**src/hdl/exec_pkg.sv**
```systemverilog
// Shared types of the execute stage: word and index types, the operation enum,
// the issue request, the writeback response and the controller state
`default_nettype none

package exec_pkg;

    // Machine word for operands, results, addresses and the immediate
    typedef logic [31:0] word_t;

    // Register file index
    typedef logic [4:0] reg_addr_t;

    // Shift amount, taken from the low bits of operand B
    typedef logic [4:0] shamt_t;

    // Operations executed by the stage, already decoded upstream
    typedef enum logic [4:0] {
        ADD, SUB, ADDI,
        SLT, SLTI, SLTU, SLTIU,
        AND, ANDI, OR, ORI, XOR, XORI,
        SLL, SLLI, SRL, SRLI, SRA, SRAI,
        LUI, AUIPC,
        JAL, JALR,
        BEQ, BNE, BLT, BLTU, BGE, BGEU
    } alu_operation_t;

    // Issued instruction as it arrives from decode and register read
    typedef struct packed {
        alu_operation_t operation;
        word_t          rs1;
        word_t          rs2;
        word_t          imm;
        word_t          pc;
        reg_addr_t      rd;
        logic           compressed;
    } exec_req_t;

    // Writeback and redirect information of one executed instruction
    typedef struct packed {
        reg_addr_t rd;
        word_t     result;
        logic      write_en;
        logic      redirect;
        word_t     target;
        logic      misaligned;
    } exec_resp_t;

    // Occupancy of the single response slot
    typedef enum logic {
        EMPTY,
        FULL
    } ctrl_state_t;

endpackage : exec_pkg

`default_nettype wire

```
**src/hdl/operand_select.sv**
```systemverilog
// Operand selection of the execute stage
// Operand A comes from rs1 or the pc, operand B from rs2 or the immediate
`timescale 1ns/10ps
`default_nettype none

module operand_select (
    input  exec_pkg::exec_req_t req_i,
    output exec_pkg::word_t     operand_a_o,
    output exec_pkg::word_t     operand_b_o
);

    import exec_pkg::*;

    logic use_pc;
    logic use_imm;

    // Only AUIPC adds to the instruction address inside the ALU
    // Jump targets are formed in the branch resolver, not here
    assign use_pc = (req_i.operation == AUIPC);

    // Immediate forms, upper immediates and JALR take the immediate
    // Conditional branches compare rs1 against rs2, so they keep rs2
    always_comb begin : imm_decode
        case (req_i.operation)
            ADDI, SLTI, SLTIU,
            ANDI, ORI, XORI,
            SLLI, SRLI, SRAI,
            LUI, AUIPC, JALR: use_imm = 1'b1;
            default:          use_imm = 1'b0;
        endcase
    end : imm_decode

    // Operand A mux
    assign operand_a_o = use_pc ? req_i.pc : req_i.rs1;

    // Operand B mux
    // The SLTIU immediate is already sign-extended by decode
    assign operand_b_o = use_imm ? req_i.imm : req_i.rs2;

endmodule : operand_select

`default_nettype wire

```
**src/hdl/arithmetic_logic_unit.sv**
```systemverilog
// Combinational RV32I ALU: adder, comparators, shifter, logic unit,
// link address and branch condition
`timescale 1ns/10ps
`default_nettype none

module arithmetic_logic_unit #(
    parameter bit C_EXT_EN = 1'b1
) (
    input  exec_pkg::word_t          operand_a_i,
    input  exec_pkg::word_t          operand_b_i,
    input  exec_pkg::word_t          pc_i,
    input  exec_pkg::alu_operation_t operation_i,
    input  logic                     is_compressed_i,
    output exec_pkg::word_t          result_o,
    output logic                     branch_taken_o,
    output logic                     is_branch_o
);

    import exec_pkg::*;

    // --------------------
    // Adder
    // --------------------

    logic  is_sub;
    word_t adder_b;
    word_t adder_result;

    // Subtraction reuses the adder as a + ~b + 1
    assign is_sub       = (operation_i == SUB);
    assign adder_b      = is_sub ? ~operand_b_i : operand_b_i;
    assign adder_result = operand_a_i + adder_b + {31'b0, is_sub};

    // --------------------
    // Comparators
    // --------------------

    logic is_equal;
    logic less_signed;
    logic less_unsigned;

    // One comparator pair serves both the set-less-than and the branch forms
    assign is_equal      = (operand_a_i == operand_b_i);
    assign less_signed   = ($signed(operand_a_i) < $signed(operand_b_i));
    assign less_unsigned = (operand_a_i < operand_b_i);

    // Branch condition and jump flag
    always_comb begin : branch_condition
        is_branch_o    = 1'b1;
        branch_taken_o = 1'b0;
        case (operation_i)
            JAL, JALR: branch_taken_o = 1'b1;
            BEQ:       branch_taken_o = is_equal;
            BNE:       branch_taken_o = ~is_equal;
            BLT:       branch_taken_o = less_signed;
            BLTU:      branch_taken_o = less_unsigned;
            BGE:       branch_taken_o = ~less_signed;
            BGEU:      branch_taken_o = ~less_unsigned;
            default:   is_branch_o    = 1'b0;
        endcase
    end : branch_condition

    // --------------------
    // Shifter
    // --------------------

    shamt_t shamt;
    word_t  sll_result;
    word_t  srl_result;
    word_t  sra_result;

    // Only the low five bits of the register or immediate count
    assign shamt      = operand_b_i[4:0];
    assign sll_result = operand_a_i << shamt;
    assign srl_result = operand_a_i >> shamt;
    assign sra_result = $signed(operand_a_i) >>> shamt;

    // Link address for JAL and JALR
    // A compressed jump is two bytes long, but only with the C extension
    word_t link_addr;
    assign link_addr = (C_EXT_EN && is_compressed_i) ? pc_i + 32'd2 : pc_i + 32'd4;

    // --------------------
    // Result mux
    // --------------------

    always_comb begin : result_mux
        case (operation_i)
            ADD, ADDI, SUB, AUIPC: result_o = adder_result;
            SLT, SLTI:             result_o = {31'b0, less_signed};
            SLTU, SLTIU:           result_o = {31'b0, less_unsigned};
            AND, ANDI:             result_o = operand_a_i & operand_b_i;
            OR, ORI:               result_o = operand_a_i | operand_b_i;
            XOR, XORI:             result_o = operand_a_i ^ operand_b_i;
            SLL, SLLI:             result_o = sll_result;
            SRL, SRLI:             result_o = srl_result;
            SRA, SRAI:             result_o = sra_result;
            LUI:                   result_o = operand_b_i;
            JAL, JALR:             result_o = link_addr;
            // Conditional branches write nothing back
            default:               result_o = '0;
        endcase
    end : result_mux

endmodule : arithmetic_logic_unit

`default_nettype wire

```
**src/hdl/branch_resolver.sv**
```systemverilog
// Branch and jump resolution: target address, redirect and the
// misaligned-target flag
`timescale 1ns/10ps
`default_nettype none

module branch_resolver #(
    parameter bit C_EXT_EN = 1'b1
) (
    input  exec_pkg::exec_req_t req_i,
    input  logic                branch_taken_i,
    output exec_pkg::word_t     target_o,
    output logic                redirect_o,
    output logic                misaligned_o
);

    import exec_pkg::*;

    logic  is_jalr;
    word_t target_base;
    word_t target_sum;

    // JALR is register relative, every other transfer is pc relative
    assign is_jalr     = (req_i.operation == JALR);
    assign target_base = is_jalr ? req_i.rs1 : req_i.pc;

    // Own adder, so the ALU comparator and the target settle in the same cycle
    assign target_sum = target_base + req_i.imm;

    // JALR drops bit 0 of the sum
    assign target_o = is_jalr ? {target_sum[31:1], 1'b0} : target_sum;

    // Any taken branch or jump redirects fetch
    assign redirect_o = branch_taken_i;

    // Without the C extension targets must be word aligned
    assign misaligned_o = !C_EXT_EN && redirect_o && target_o[1];

endmodule : branch_resolver

`default_nettype wire

```
**src/hdl/execute_control.sv**
```systemverilog
// Issue and hold controller: valid/ready handshake with a one-entry
// response register
`timescale 1ns/10ps
`default_nettype none

module execute_control (
    input  logic                 clk_i,
    input  logic                 rst_n_i,
    input  logic                 req_valid_i,
    input  logic                 resp_ready_i,
    input  exec_pkg::exec_req_t  req_i,
    input  exec_pkg::word_t      result_i,
    input  logic                 is_branch_i,
    input  exec_pkg::word_t      target_i,
    input  logic                 redirect_i,
    input  logic                 misaligned_i,
    output logic                 req_ready_o,
    output logic                 resp_valid_o,
    output exec_pkg::exec_resp_t resp_o
);

    import exec_pkg::*;

    ctrl_state_t state_q;
    ctrl_state_t state_d;
    exec_resp_t  resp_d;
    exec_resp_t  resp_q;
    logic        accept;
    logic        cond_branch;

    // --------------------
    // Handshake
    // --------------------

    // The slot can take a new item when empty or when it drains this cycle
    assign req_ready_o  = (state_q == EMPTY) || resp_ready_i;
    assign accept       = req_valid_i && req_ready_o;
    assign resp_valid_o = (state_q == FULL);

    always_comb begin : next_state
        state_d = state_q;
        case (state_q)
            EMPTY: if (accept) state_d = FULL;
            FULL:  if (resp_ready_i && !accept) state_d = EMPTY;
            default: state_d = EMPTY;
        endcase
    end : next_state

    always_ff @(posedge clk_i or negedge rst_n_i) begin
        if (!rst_n_i) begin
            state_q <= EMPTY;
        end else begin
            state_q <= state_d;
        end
    end

    // --------------------
    // Response register
    // --------------------

    // The ALU flags jumps too, so exclude them to find conditional branches
    assign cond_branch = is_branch_i && !(req_i.operation inside {JAL, JALR});

    always_comb begin : build_resp
        resp_d.rd         = req_i.rd;
        resp_d.result     = result_i;
        // Writes to x0 are dropped, and conditional branches never write
        resp_d.write_en   = (req_i.rd != '0) && !cond_branch;
        resp_d.redirect   = redirect_i;
        resp_d.target     = target_i;
        resp_d.misaligned = misaligned_i;
    end : build_resp

    // Loaded only on acceptance, so a stalled response stays put
    always_ff @(posedge clk_i) begin
        if (accept) begin
            resp_q <= resp_d;
        end
    end

    assign resp_o = resp_q;

endmodule : execute_control

`default_nettype wire

```
**src/hdl/execute_unit.sv**
```systemverilog
// Top level of the integer execute stage: operand selection, ALU,
// branch resolver and issue/hold controller
`timescale 1ns/10ps
`default_nettype none

module execute_unit #(
    parameter bit C_EXT_EN = 1'b1
) (
    input  logic                 clk_i,
    input  logic                 rst_n_i,
    input  logic                 req_valid_i,
    input  exec_pkg::exec_req_t  req_i,
    input  logic                 resp_ready_i,
    output logic                 req_ready_o,
    output logic                 resp_valid_o,
    output exec_pkg::exec_resp_t resp_o
);

    import exec_pkg::*;

    word_t operand_a;
    word_t operand_b;
    word_t alu_result;
    logic  branch_taken;
    logic  is_branch;
    word_t target;
    logic  redirect;
    logic  misaligned;

    // Operand muxes in front of the ALU
    operand_select u_operand_select (
        .req_i       (req_i),
        .operand_a_o (operand_a),
        .operand_b_o (operand_b)
    );

    // Result, link address and branch condition
    arithmetic_logic_unit #(
        .C_EXT_EN (C_EXT_EN)
    ) u_alu (
        .operand_a_i     (operand_a),
        .operand_b_i     (operand_b),
        .pc_i            (req_i.pc),
        .operation_i     (req_i.operation),
        .is_compressed_i (req_i.compressed),
        .result_o        (alu_result),
        .branch_taken_o  (branch_taken),
        .is_branch_o     (is_branch)
    );

    // Target address in parallel with the ALU comparison
    branch_resolver #(
        .C_EXT_EN (C_EXT_EN)
    ) u_branch_resolver (
        .req_i          (req_i),
        .branch_taken_i (branch_taken),
        .target_o       (target),
        .redirect_o     (redirect),
        .misaligned_o   (misaligned)
    );

    // One-cycle registered response behind the handshake
    execute_control u_execute_control (
        .clk_i        (clk_i),
        .rst_n_i      (rst_n_i),
        .req_valid_i  (req_valid_i),
        .resp_ready_i (resp_ready_i),
        .req_i        (req_i),
        .result_i     (alu_result),
        .is_branch_i  (is_branch),
        .target_i     (target),
        .redirect_i   (redirect),
        .misaligned_i (misaligned),
        .req_ready_o  (req_ready_o),
        .resp_valid_o (resp_valid_o),
        .resp_o       (resp_o)
    );

endmodule : execute_unit

`default_nettype wire

```
**config.mk**
```make
export PLATFORM = sky130hd
export DESIGN_NAME = execute_unit
export DESIGN_NICKNAME = d
export VERILOG_FILES = /design/src/hdl/exec_pkg.sv /design/src/hdl/operand_select.sv /design/src/hdl/arithmetic_logic_unit.sv /design/src/hdl/branch_resolver.sv /design/src/hdl/execute_control.sv /design/src/hdl/execute_unit.sv
export SDC_FILE = /design/constraint.sdc
export NUM_CORES = 1
export LEC_CHECK = 0
export BUFFER_PORTS_ARGS = -buffer_cell sky130_fd_sc_hd__buf_2
export CAP_MARGIN = 25
export CORE_MARGIN = 2
export CORE_UTILIZATION = 54
export DETAILED_ROUTE_END_ITERATION = 7
export HOLD_SLACK_MARGIN = 0.15
export PLACE_DENSITY_LB_ADDON = 0.3
export REMOVE_ABC_BUFFERS = 1
export SYNTH_ARGS = -nofsm -noshare
export SYNTH_HDL_FRONTEND = slang
export SYNTH_SLANG_ARGS = --single-unit
```
**constraint.sdc**
```tcl
create_clock -name clk_i -period 2.7 [get_ports clk_i]
set_input_delay 0.135 -clock clk_i [delete_from_list [all_inputs] [get_ports clk_i]]
set_output_delay 0.135 -clock clk_i [all_outputs]
set_load 0.05 [all_outputs]
```
==> impl_metrics.toml, run 1 <==
[clock_network]
cts_buffers = 9
ctsRootBufferMaster = "clkbuf_16"
clockBufferDepth = 2
h-tree-depth = 3
clkSinkCount = 72

[floorplanning]
io_pins = 217
rows = 58
die_w_um = 163.2
fp.dieH_um = 163.2
start_util_pct = 54.63

[run_status]
haltStage = "global routing (5_1_grt)"
outcome = "aborted with a tool error"
error = "[ERROR GRT-0116] Global routing finished with congestion. Check the congestion regions in the DRC Viewer."

[grt]
track_usage_pct = 79.78
grt.overflow.total = 92
grt_first_pass_wirelength_mm = 159.9
grt_max_degree = 54
grt_pass1_vias = 25220

[synth]
syn_area_um2 = 13680
syn_inst = 1720
syn_area_per_cell_um2 = 7.952
synth_cell_types = 90
yosysWarnings = 0
yosys_register_bits = 72
synthArstFlopShare_pct = 1.389
synth_edf_count = 71
synthFlopType = "edfxtp_1"
ys_seq_area_share_pct = 15.77

[placement]
dp_hpwl_mm = 54.27
place_congestion = 1.070
placed_area_um2 = 19840
portBuffers = 215
## cell usage after synthesis (all sizes together) (29+ instances only)
| cell | instances | area [um2] |
|---|---|---|
| xor2 | 36 | 315.3 |
| a21oi | 136 | 684.4 |
| buf | 43 | 232.7 |
| mux2 | 70 | 788.3 |
| a21o | 42 | 315.3 |
| nor2 | 123 | 464.2 |
| nand3 | 98 | 490.5 |
| o211ai | 30 | 225.2 |
| o21ai | 150 | 754.5 |
| mux2i | 116 | 1177 |
| clkbuf | 51 | 191.4 |
| xnor2 | 78 | 683.2 |
| o22ai | 35 | 219.0 |
| o221ai | 29 | 254.0 |
| inv | 74 | 277.8 |
| ha | 147 | 1839 |
| nand2 | 110 | 417.9 |
| edfxtp | 71 | 2132 |
## cell families after synthesis
group / share of synthesized area [%]
muxes: 14.54
DFF: 15.77
and+or+nand+nor: 15.32
AOI/OAI and AO/OA: 27.98
xor gates and xnor gates: 7.464
adders and majority gates: 13.74
buffers and inverters: 5.159
other: 0.02742
## metrics by stage
step | setup slack (ps) | hold WS, ps | instances | setup TNS [ps] | utilization (%)
after global placement | -1856 | -91.00 | 2828 | -76440 | 79.23
after floorplan | -5216 | -160.6 | 1626 | -235490 | -
after CTS | -1277 | 271.9 | 2935 | -46740 | 89.77
after detailed placement | -2068 | -89.08 | 2828 | -84120 | 79.23
## repair_timing
item                                    in CTS
gates cloned                                 8
setup buffers                               83
hold buffers                                 9
pin swaps                                  128
endpoints found under the hold margin        8
gates resized for setup                    320
endpoints found under the setup margin      59
## per-layer routing
layer / track usage [%] / overflow
met2: 94.05 / 52
met4: 83.35 / 36
met1: 79.41 / 2
met5: 35.42 / 1
met3: 65.19 / 1
==> inputs of run 2 (changes only) <==
--- a/config.mk
+++ b/config.mk
@@ -8,10 +8,9 @@
 export BUFFER_PORTS_ARGS = -buffer_cell sky130_fd_sc_hd__buf_2
 export CAP_MARGIN = 25
 export CORE_MARGIN = 2
-export CORE_UTILIZATION = 54
+export CORE_UTILIZATION = 40
 export DETAILED_ROUTE_END_ITERATION = 7
-export HOLD_SLACK_MARGIN = 0.15
-export PLACE_DENSITY_LB_ADDON = 0.3
+export PLACE_DENSITY_LB_ADDON = 0.15
 export REMOVE_ABC_BUFFERS = 1
 export SYNTH_ARGS = -nofsm -noshare
 export SYNTH_HDL_FRONTEND = slang
==> constraint.sdc (replaced) <==
create_clock -name clk_i -period 3.5 [get_ports clk_i]
set_input_delay 0.175 -clock clk_i [delete_from_list [all_inputs] [get_ports clk_i]]
set_output_delay 0.175 -clock clk_i [all_outputs]
set_load 0.05 [all_outputs]
==> run 2 against run 1 <==
Against the previous run: the flow now finishes, with violations (negative setup slack); synthesized cell count did not move; area after synthesis did not move.
==> impl_metrics.toml, run 2 <==
[run_status]
outcome = "finished, violations left"
failed_checks = "negative setup slack"

[sta]
min_period_over_period_pct = 114.8
finalHoldViolCount = 0
fin_skew_ps = 8.723
worstMarginPinSlew_ps = 731.7
fmax_mhz = 248.9
max-slew-margin-rel_pct = 51.10
rsz0062_at_grt = "yes"
fin_crit_ps = 4017
finalSetupViolations = 32
drv_slew = 0
worst_slack_ps = -517.4

[setup_path]
crit_path_end_kind = "flip-flop"
cp_cell_sequence = "buf_6, or2_4, o31a_4, nand2_4, buf_8, buf_6, mux2i_4, xnor2_1, ha_1, and4_1, a221o_1, a21oi_1, o21ai_1, a311o_1, o31a_4, buf_4, buf_6, a31oi_4, xor2_1, buf_4, o221ai_2"
critPathKind = "in2reg"
crit_buf_inv = 6
start_kind = "input port"
crit_top_cell = "buf_6"
critPathSlowestCell = "a221o_1"
cp.arrival_ps = 4120
reg2reg_slack_ps = 1740
critPathMaxStageDelay_ps = 350
path_max_fanout = 7
crit_family = "compound AO/OA/AOI/OAI gates"
critical_path_required_ps = 3610

[synth]
synthArstFlopShare_pct = 1.389
syn_area_um2 = 13680
ys_top_cells_by_area = "edfxtp_1, ha_1, mux2i_1"
yosysMostFrequentCell = "ha_1"
synth_edf_count = 71
ys_seq_area_share_pct = 15.77
syn_area_per_cell_um2 = 7.952
netlist_top_cells_count = "ha_1, o21ai_0, a21oi_1"
yosysWarnings = 0
synthFlopType = "edfxtp_1"
synth_top_area_share_pct = 15.59
synth_top_cell_by_area = "edfxtp_1"
syn_inst = 1720
synth_cell_types = 90
yosys_register_bits = 72

[floorplanning]
fp.dieH_um = 188.9
rows = 67
fp.dieArea_um2 = 35690
die_w_um = 188.9
io_pins = 217
start_util_pct = 40.69
coreArea_um2 = 33620

[placement]
portBuffers = 215
dp_hpwl_mm = 53.69
place_congestion = 0.9864
dpl.cell_count = 2844

[power]
power_density_nw_per_um2 = 320.1
power.switching_mw = 3.018
internal-power_mw = 3.661
p_sw_share_pct = 45.18
combPwrFrac_pct = 68.1
ir_worst_vdd_mv = 0.2721
p_seq_share_pct = 16.6
power.leakage_nw = 9.820
clkPwrFrac_pct = 15.3
power_mw = 6.678

[clock_network]
clkSinkCount = 72
h-tree-depth = 3
cts_buffers = 9
clockBufferDepth = 2
cts_tree = "done"
clkTransAtPathRegs_ps = 70
clock_latency_ps = 380
ctsRootBufferMaster = "clkbuf_16"

[route]
route.vias.total = 17290
wirelength_mm = 68.26
drc = 0
route.antenna.remaining_nets = 0
initialDrtViolationCount = 1536
vias_per_cell = 5.939
wl_per_cell_um = 23.44
first_pass_iters = 6

[cells_and_area]
fillers = 3089
area_growth_pct = 52.52
final_common_cell = "buf_4"
layout.nets = 2749
instances_no_fill = 2912
layout_common_cells = "buf_4, buf_2, ha_1"
drive_gt1_share_pct = 42.69
largest_register_ffs = 71

[worst_hold_path]
min_path_type = "in2async"

[run]
drv_cap = 0

[grt]
antenna_found_initial = 2
track_usage_pct = 37.14
grt_pass1_vias = 17090
grt_first_pass_wirelength_mm = 101.3
grt.overflow.total = 0
grt_max_degree = 69
==> run 2: timing repair <==
item | in CTS | in global routing
gates resized for setup | 136 | 71
endpoints found under the hold margin | 7 | 0
cloned | 0 | 1
pin swaps | 77 | 44
buffers inserted | 28 | 17
hold buffers | 7 | 0
setup endpoints to repair | 38 | 42
==> run 2: cell families (layout without fill, tap and decap cells) <==
group                    after synthesis  count (layout)  share of synthesized area, %
adder cells (fa/ha/maj)              149             149                         13.74
other                                  1               3                       0.02742
AND/OR/NAND/NOR                      444             444                         15.32
XOR/XNOR                             115             115                         7.464
buffers and inverters                169             911                         5.159
AO/OA/AOI/OAI                        583             583                         27.98
flip-flops                            72              72                         15.77
multiplexers                         187             187                         14.54
==> run 2: path summary, 6_finish.rpt <==
| kind | startpoint | endpoint | cells after the start |
|---|---|---|---|
| max reg2reg | u_execute_control.resp_valid_o$_DFF_PN0_ | u_execute_control.resp_o[45]$_DFFE_PP_ | 3 |
| max in group asynchronous | rst_n_i | u_execute_control.resp_valid_o$_DFF_PN0_ | 2 |
| min reg2reg | u_execute_control.resp_valid_o$_DFF_PN0_ | u_execute_control.resp_valid_o$_DFF_PN0_ | 2 |
| min | rst_n_i | u_execute_control.resp_valid_o$_DFF_PN0_ | 2 |
| max | req_i[138] | u_execute_control.resp_o[56]$_DFFE_PP_ | 21 |
| min in group clk_i | resp_ready_i | u_execute_control.resp_valid_o$_DFF_PN0_ | 3 |
==> run 2: area by class of cell <==
cell class / count / area (um2) / area share [%]
Clock buffer: 10 / 229.0 / 1.098
Antenna cell: 2 / 5.005 / 0.02399
Clock inverter: 6 / 70.07 / 0.3359
Inverter: 75 / 284.0 / 1.361
Sequential cell: 72 / 2157 / 10.34
Tap cell: 448 / 560.5 / 2.687
Multi-Input combinational cell: 1479 / 11650 / 55.85
Timing Repair Buffer: 820 / 5904 / 28.30
==> run 2: routing by layer <==
layer	up-vias	GRT usage, %	routed length [um]
li1	7975	-	-
met1	8247	44.32	27020
met2	860	63.33	31740
met3	211	6.172	4909
met4	0	20.73	4595
met5	-	0	0
==> run 2: metrics by stage <==
step           utilization (%)  instance area [um2]  hold slack, ps  setup TNS, ps  setup slack [ps]
2_1_floorplan                -                13250          -120.6        -148130             -4456
3_5_place_dp             57.08                19190          -48.96         -31740             -1027
6_report                 62.06                20860           82.88          -9215            -517.4
3_3_place_gp             57.08                19190          -49.72         -29580            -963.8
4_1_cts                  60.57                20360           75.54          -7300            -457.6
5_1_grt                  62.04                20860           99.63         -13050            -647.9
==> run 2: worst reg2reg max path, stage by stage, from the launching register on <==
cell and delay, ps:
dfrtp_1 380, nand2b_1 120, and2_4 410, buf_4 470
==> run 2: power by group through the flow <==
stage / registers (mW) / clock network [mW] / logic [mW]
after floorplan: 1.44 / 0 / 1.84
after global placement: 1.13 / 0 / 4.00
after detailed placement: 1.13 / 0 / 4.03
after CTS: 1.11 / 1.04 / 4.31
after global routing: 1.12 / 1.07 / 4.83
final: 1.11 / 1.02 / 4.55
Power figures use the tool's default switching activity.
==> inputs of run 3 (changes only) <==
==> constraint.sdc (replaced) <==
create_clock -name clk_i -period 3.6 [get_ports clk_i]
set_input_delay 0.18 -clock clk_i [delete_from_list [all_inputs] [get_ports clk_i]]
set_output_delay 0.18 -clock clk_i [all_outputs]
set_load 0.05 [all_outputs]
==> run 3 against run 2 <==
Against the previous run: the flow still finishes with violations (negative setup slack); clock skew increased by 4.3 ps; routed wire length increased by 0.90%; clock power increased by 8%; hold slack got worse by 63 ps; via count decreased by 0.47%; critical path depth decreased by 2; utilization increased by 0.57 points; sequential share of layout area decreased by 0.095 points; combinational power decreased by 2%.
==> impl_metrics.toml, run 3 (synthesis gave the netlist of run 2 again) <==
[route]
initialDrtViolationCount = 1597
route.vias.total = 17210
drc = 0
first_pass_iters = 6
route.antenna.remaining_nets = 0
vias_per_cell = 5.937
wirelength_mm = 68.88
wl_per_cell_um = 23.76

[placement]
place_congestion = 1.002
dp_slack_ps = -977.3
portBuffers = 215
dpl.cell_count = 2824
dp_hpwl_mm = 54.08
placed_area_um2 = 19080

[floorplanning]
fp.dieH_um = 188.9
die_w_um = 188.9
rows = 67
coreArea_um2 = 33620
start_util_pct = 40.69
fp.dieArea_um2 = 35690
io_pins = 217

[sta]
finalSetupViolations = 22
fin_crit_ps = 4058
max-slew-margin-rel_pct = 52.91
drv_slew = 0
min_period_over_period_pct = 112.7
fmax_mhz = 246.4
fin_skew_ps = 13.05
worstMarginPinSlew_ps = 688.5
holdWs_ps = 19.49
worst_slack_ps = -458.2
tns_ps = -6158
finalHoldViolCount = 0
rsz0062_at_grt = "yes"

[clock_network]
cts_buffers = 9
clkTransAtPathRegs_ps = 70
cts_tree = "done"
clockBufferDepth = 2
clkSinkCount = 72
ctsRootBufferMaster = "clkbuf_16"
h-tree-depth = 3
clock_latency_ps = 390

[setup_path]
reg2reg_slack_ps = 1980
cp.arrival_ps = 4170
start_kind = "input port"
crit_family = "compound AO/OA/AOI/OAI gates"
critPathSlowestCell = "a311o_1"
worstReg2RegEnd = "u_execute_control.resp_o[57]$_DFFE_PP_"
crit_buf_inv = 3
path_max_fanout = 5
critPathKind = "in2reg"
crit_end = "u_execute_control.resp_o[66]$_DFFE_PP_"
r2r_cells = 3
path_depth = 19
startpoint = "req_i[138]"
crit_path_end_kind = "flip-flop"
critical_path_required_ps = 3720
timing.rr.start = "u_execute_control.resp_valid_o$_DFF_PN0_"
critPathMaxStageDelay_ps = 410
cp_cell_sequence = "buf_6, or2_4, o31a_4, nand2_4, buf_8, buf_6, mux2i_4, xnor2_2, ha_1, and4_4, a221o_1, a21oi_1, o21ai_1, a311o_1, o31a_4, a31oi_4, o31a_1, mux2i_1, o211ai_1"

[cells_and_area]
fillers = 3002
layout.nets = 2738
fin_area_um2 = 21050
area_growth_pct = 53.92
final_common_cell = "buf_4"
post-route-util_pct = 62.63
num_antenna_cells = 0
drive_gt1_share_pct = 42.76
layout_common_cells = "buf_4, buf_2, ha_1"
largest_register_ffs = 71
instances_no_fill = 2899

[grt]
grt_pass1_vias = 17160
grt_max_degree = 69
track_usage_pct = 37.42
antenna_found_initial = 1
grt_first_pass_wirelength_mm = 101.3
grt.overflow.total = 0

[power]
power.leakage_nw = 9.832
power_density_nw_per_um2 = 315.6
p_sw_share_pct = 44.88
combPwrFrac_pct = 67.2
power_mw = 6.644
ir_worst_vdd_mv = 0.2872
power.switching_mw = 2.982
internal-power_mw = 3.662
clkPwrFrac_pct = 16.6
p_seq_share_pct = 16.3

[run_status]
outcome = "finished, violations left"
failed_checks = "negative setup slack"

[worst_hold_path]
min_path_type = "in2reg"

[run]
drv_cap = 0
==> run 3: cell types whose count changed in the layout (fill, tap and decap cells not counted), moves of 3 or more <==
cell / delta
mux2_4: +4
buf_12: +4
buf_6: +5
ha_4: +8
xnor2_2: -3
o31ai_2: -3
buf_8: +3
ha_1: -5
buf_4: -20
mux2_2: -4
ha_2: -3
==> run 3: power by group through the flow <==
stage | clock network [mW] | logic [mW] | registers (mW)
detailed placement | 0 | 3.92 | 1.10
floorplan | 0 | 1.79 | 1.40
global route | 1.12 | 4.73 | 1.09
finish | 1.10 | 4.46 | 1.08
global placement | 0 | 3.89 | 1.10
CTS | 1.11 | 4.14 | 1.08
==> run 3: metal layers <==
layer	track usage [%]	part of all wire (%)
met1	45.40	39
met2	63.50	47
met3	5.913	7.6
met4	20.13	6.2
met5	0	0.017
==> run 3: worst min-delay path by stage <==
stage / from / to / cells past startpoint / slack, ps
after floorplan: rst_n_i / u_execute_control.resp_valid_o$_DFF_PN0_ / 0 / -120
after global placement: rst_n_i / u_execute_control.resp_valid_o$_DFF_PN0_ / 1 / -50
after detailed placement: rst_n_i / u_execute_control.resp_valid_o$_DFF_PN0_ / 1 / -40
after CTS: req_valid_i / u_execute_control.resp_valid_o$_DFF_PN0_ / 2 / 10
after global routing: req_valid_i / u_execute_control.resp_valid_o$_DFF_PN0_ / 2 / 30
final: req_valid_i / u_execute_control.resp_valid_o$_DFF_PN0_ / 2 / 20
==> run 3: area by class of cell <==
class | instances | area (um2) | share of cell area, %
multi-input cells | 1479 | 11820 | 56.14
inverters | 75 | 286.5 | 1.361
repair buffers | 809 | 5907 | 28.06
clock buffers | 10 | 229.0 | 1.088
clock inverters | 6 | 93.84 | 0.4457
well taps | 448 | 560.5 | 2.662
flip-flops and latches | 72 | 2157 | 10.25
==> run 3: repair_timing <==
item	4_1_cts	5_1_grt
hold buffers	6	0
hold endpoints to repair	6	0
pin swaps	72	94
setup buffers	32	23
gates cloned	1	1
endpoints found under the setup margin	30	41
gates resized for setup	112	124
